<file path="config.mk">
export PLATFORM = sky130hd
export DESIGN_NAME = reqCapture
export DESIGN_NICKNAME = d
export VERILOG_FILES = /design/src/memAccessPkg.sv /design/src/reqCapture.sv
export VERILOG_INCLUDE_DIRS = /design/src
export SDC_FILE = /design/constraint.sdc
export NUM_CORES = 1
export LEC_CHECK = 0
export ABC_AREA = 1
export BUFFER_PORTS_ARGS = -buffer_cell sky130_fd_sc_hd__buf_2
export CAP_MARGIN = 40
export CORE_MARGIN = 8
export CORE_UTILIZATION = 40
export CTS_BUF_LIST = sky130_fd_sc_hd__clkbuf_16
export DETAILED_ROUTE_END_ITERATION = 6
export GPL_ROUTABILITY_DRIVEN = 0
export PLACE_DENSITY = 0.84
export SLEW_MARGIN = 20
export SYNTH_ARGS = -nofsm -noshare
export SYNTH_HDL_FRONTEND = slang
export SYNTH_SLANG_ARGS = --single-unit
</file>
<file path="constraint.sdc">
create_clock -name clk -period 2.1 [get_ports clk]
set_clock_uncertainty 0.2 [all_clocks]
set_input_delay 0.42 -clock clk [delete_from_list [all_inputs] [get_ports clk]]
set_output_delay 0.42 -clock clk [all_outputs]
set_load 0.01 [all_outputs]
</file>
<file path="src/memConsts.svh">
`ifndef MEM_CONSTS_SVH
`define MEM_CONSTS_SVH

// byte address into the RAM
`define MEM_ADDR_W 17

// instruction and data word
`define MEM_WORD_W 32

// RAM size in bytes
`define MEM_DEPTH (1 << `MEM_ADDR_W)

// longest access, also the byte count of a fetch
`define MEM_MAX_LEN 4

`endif
</file>
<file path="src/memAccessPkg.sv">
`include "memConsts.svh"

package memAccessPkg;

    typedef enum logic {
        accLoad,
        accStore
    } accessKindT;

    // byte count code of a data access
    typedef enum logic [1:0] {
        len1 = 2'd0,
        len2 = 2'd1,
        len4 = 2'd2
    } accessLenT;

    typedef struct packed {
        logic [`MEM_ADDR_W-1:0] addr;
        accessKindT             kind;
        accessLenT              len;
        logic [`MEM_WORD_W-1:0] wdata;
    } dataReqT;

    typedef logic [`MEM_ADDR_W-1:0] fetchReqT;

    function automatic logic [2:0] lenBytes(accessLenT len);
        case (len)
            len1:    return 3'd1;
            len2:    return 3'd2;
            default: return 3'd4;
        endcase
    endfunction

endpackage

</file>
<file path="src/reqCapture.sv">
`timescale 1ns/1ps
`include "memConsts.svh"

module reqCapture
    import memAccessPkg::*;
#(
    parameter type payloadT = fetchReqT
) (
    input  logic                   clk,
    input  logic                   rst,
    input  logic                   req,
    input  payloadT                payload,
    input  logic                   done,
    input  logic [`MEM_WORD_W-1:0] result,
    output logic                   ack,
    output logic                   pending,
    output payloadT                held,
    output logic [`MEM_WORD_W-1:0] word
);
    logic idle;
    logic take;
    logic finish;

    // free to accept a new request only once the last ack has dropped
    assign idle   = !pending && !ack;
    assign take   = idle && req;
    assign finish = pending && done;

    always_ff @(posedge clk) begin
        if (rst) begin
            pending <= 1'b0;
        end else if (take) begin
            pending <= 1'b1;
        end else if (finish) begin
            pending <= 1'b0;
        end
    end

    // four-phase ack side
    always_ff @(posedge clk) begin
        if (rst) begin
            ack <= 1'b0;
        end else if (finish) begin
            ack <= 1'b1;
        end else if (ack && !req) begin
            ack <= 1'b0;
        end
    end

    // payload held for the sequencer until the cycle completes
    always_ff @(posedge clk) begin
        if (take) begin
            held <= payload;
        end
    end

    // result stays valid for as long as ack is high
    always_ff @(posedge clk) begin
        if (finish) begin
            word <= result;
        end
    end

endmodule

</file>
==> flow_summary.ini <==
[yosys]
ys_seq_area_frac = 0.9718
syn_nets = 114
synth_warnings = 0
synth-seq-cells = 51
synth_area_leader_cell = edfxtp_1
syn_inst = 61
syn_area_per_cell_um2 = 25.50
netlist_top_cells_area = edfxtp_1 95%, dfxtp_1 2.6%, nand2_1 0.97%
synth_area_um2 = 1555
ys_types = 7
synth_top_area_share = 0.9461

[setup_path]
timing.rr.start = pending
ff2ff_path_depth = 3
worstPathArrival_ns = 1.26
path_max_fanout = 17
critPathSlowestCell = inv_1
rr_endpoint = held[12]
reg2reg_slack_ns = 0.56
cp-end-kind = flop
timing.critical_path.cells = nor2_1 -> nand2_1 -> inv_1
crit_family = buffers and inverters
critical_path_buf_inv_count = 1
worstPathRequired_ns = 1.82
critPathMaxStageDelay_ns = 0.47
path_class = flop to flop
startpoint_type = flop

[placement]
placed_cell_area_um2 = 2138
portBuffers = 103

[sta]
setup_tns_ns = 0
timing.final.crit_share = 0.7338
rsz0062_at_grt = false
maxSlewViolCount = 0
final_hold_viol_count = 0
final.min_clock_period_ns = 1.541
worst_pin_slew_ns = 0.6179
slew_headroom = 0.5876
setup_viol = 0
max_freq_ghz = 0.6490

[die]
dieWidth_um = 78.36
initial_core_util = 0.4216
die_area_um2 = 6140
ios = 104
coreArea_um2 = 3689
std_cell_rows = 22
die_y_um = 78.36

[worst_hold_path]
whs_path_depth = 1
hp-class = primary input to flop
min_from = result[16]
min_to = word[16]

[pwr]
combPwrFrac = 0.070
swShare = 0.1985
peakVddDrop_v = 0.0004674
clockPowerShare = 0.364
p_seq_frac = 0.566
leakage_nw = 0.9840
intPower_mw = 1.675
powerDensity_nw_per_um2 = 915.3
switchingPower_uw = 414.9

[global_routing]
grt_max_degree = 33
grt_pass1_vias = 969
grt-ovfl-total = 0
grtUsageTotal = 0.1224
grt_pass1_wl_mm = 5.561
antenna_found_initial = 0

[finish]
fin_area_um2 = 2283
final_layout_size_suffix_gt1_frac = 0.6474
final_nets = 225
diodes = 0
area_delta_synth_final_pct = 46.82

[routing]
viasPerCell = 4.439
first_pass_iters = 4
drtIter0Drc = 98
wirelength_mm = 3.827
wl_per_cell_um = 17.32
final_antenna_net_count = 0
drc = 0
vias = 981

[clocking]
insertion_delay_ns = 0.28
cts.root.buffer_cell = clkbuf_16
cts_hold_buf = 0
clkTransAtPathRegs_ns = 0.06
ctsResizeCount = 0
htree_num_levels = 2
clock_sinks = 51
cts_max_path_buffers = 2
cts-buffers-inserted = 5
cts_tree = done
cts_setup_buffers = 0

[status]
status = finished clean

[flow_run]
cap_violations = 0
[cells in the final DEF, fill, tap and decap left out]
cell type | Yosys | final
clkinv_4 | 0 | 1
nor2_1 | 1 | 1
nand2_1 | 4 | 4
buf_4 | 0 | 1
inv_1 | 3 | 3
clkinv_1 | 0 | 1
dfxtp_1 | 2 | 2
edfxtp_1 | 49 | 49
a21oi_2 | 1 | 1
clkbuf_16 | 0 | 5
a21oi_1 | 1 | 1
clkinvlp_4 | 0 | 1
buf_2 | 0 | 103
[sequential cells by signal (all words and copies together), names as in the netlist]
register  cells
ack           1
pending       1
word         32
held         17
[synthesized netlist by cell type]
cell type  instances
a21oi_1            1
a21oi_2            1
dfxtp_1            2
edfxtp_1          49
inv_1              3
nand2_1            4
nor2_1             1
[cells by family (layout without fill, tap and decap cells)]
| kind of cell | count (synthesis) | after routing | share of synthesized area |
|---|---|---|---|
| DFF | 51 | 51 | 0.9718 |
| and+or+nand+nor | 5 | 5 | 0.01206 |
| buffers and inverters | 3 | 115 | 0.007240 |
| AOI/OAI and AO/OA | 2 | 2 | 0.008847 |
[power groups by stage]
stage / Clock (mW) / Combinational (mW) / Sequential, mW
global placement: 0 / 0.144 / 1.20
floorplan: 0 / 0.0214 / 1.23
detailed placement: 0 / 0.148 / 1.21
global route: 0.830 / 0.158 / 1.19
CTS: 0.786 / 0.149 / 1.18
finish: 0.762 / 0.145 / 1.18
[cell type report]
cell class	count	area [um^2]
clock buffers	5	125.1
inverters	3	11.26
fillers	296	1405
well taps	48	60.06
multi-input cells	7	32.53
flip-flops and latches	51	1511
repair buffers	104	523.0
clock inverters	3	20.02
[worst max path at each step]
stage | end | startpoint | slack [ns] | cells past startpoint
global route | held[12] | pending | 0.46 | 3
finish | held[12] | pending | 0.56 | 3
floorplan | word[0] | done | 0.39 | 2
detailed placement | held[12] | req | 0.46 | 3
global placement | held[12] | req | 0.49 | 3
CTS | held[3] | pending | 0.55 | 3
[metrics by stage]
step	setup WS [ns]	total power, mW	hold slack, ns	std cells	utilization
final	0.5591	2.090	0.1101	221	0.6191
after global routing	0.4554	2.175	0.09660	221	0.6191
after CTS	0.5546	2.118	0.1018	221	0.6191
after detailed placement	0.4622	1.354	0.2575	213	0.5797
after global placement	0.4898	1.348	0.2535	213	0.5797
after floorplan	0.3930	1.253	0.2824	61	-
[metal layers]
| metal | track usage | share of wire | up-vias |
|---|---|---|---|
| met5 | 0 | 0 | - |
| met4 | 0.05556 | 0.012 | 0 |
| met3 | 0.07745 | 0.14 | 4 |
| met2 | 0.1814 | 0.43 | 76 |
| met1 | 0.1361 | 0.42 | 445 |
| li1 | - | - | 456 |
No activity file was read; power rests on OpenSTA's default activity.
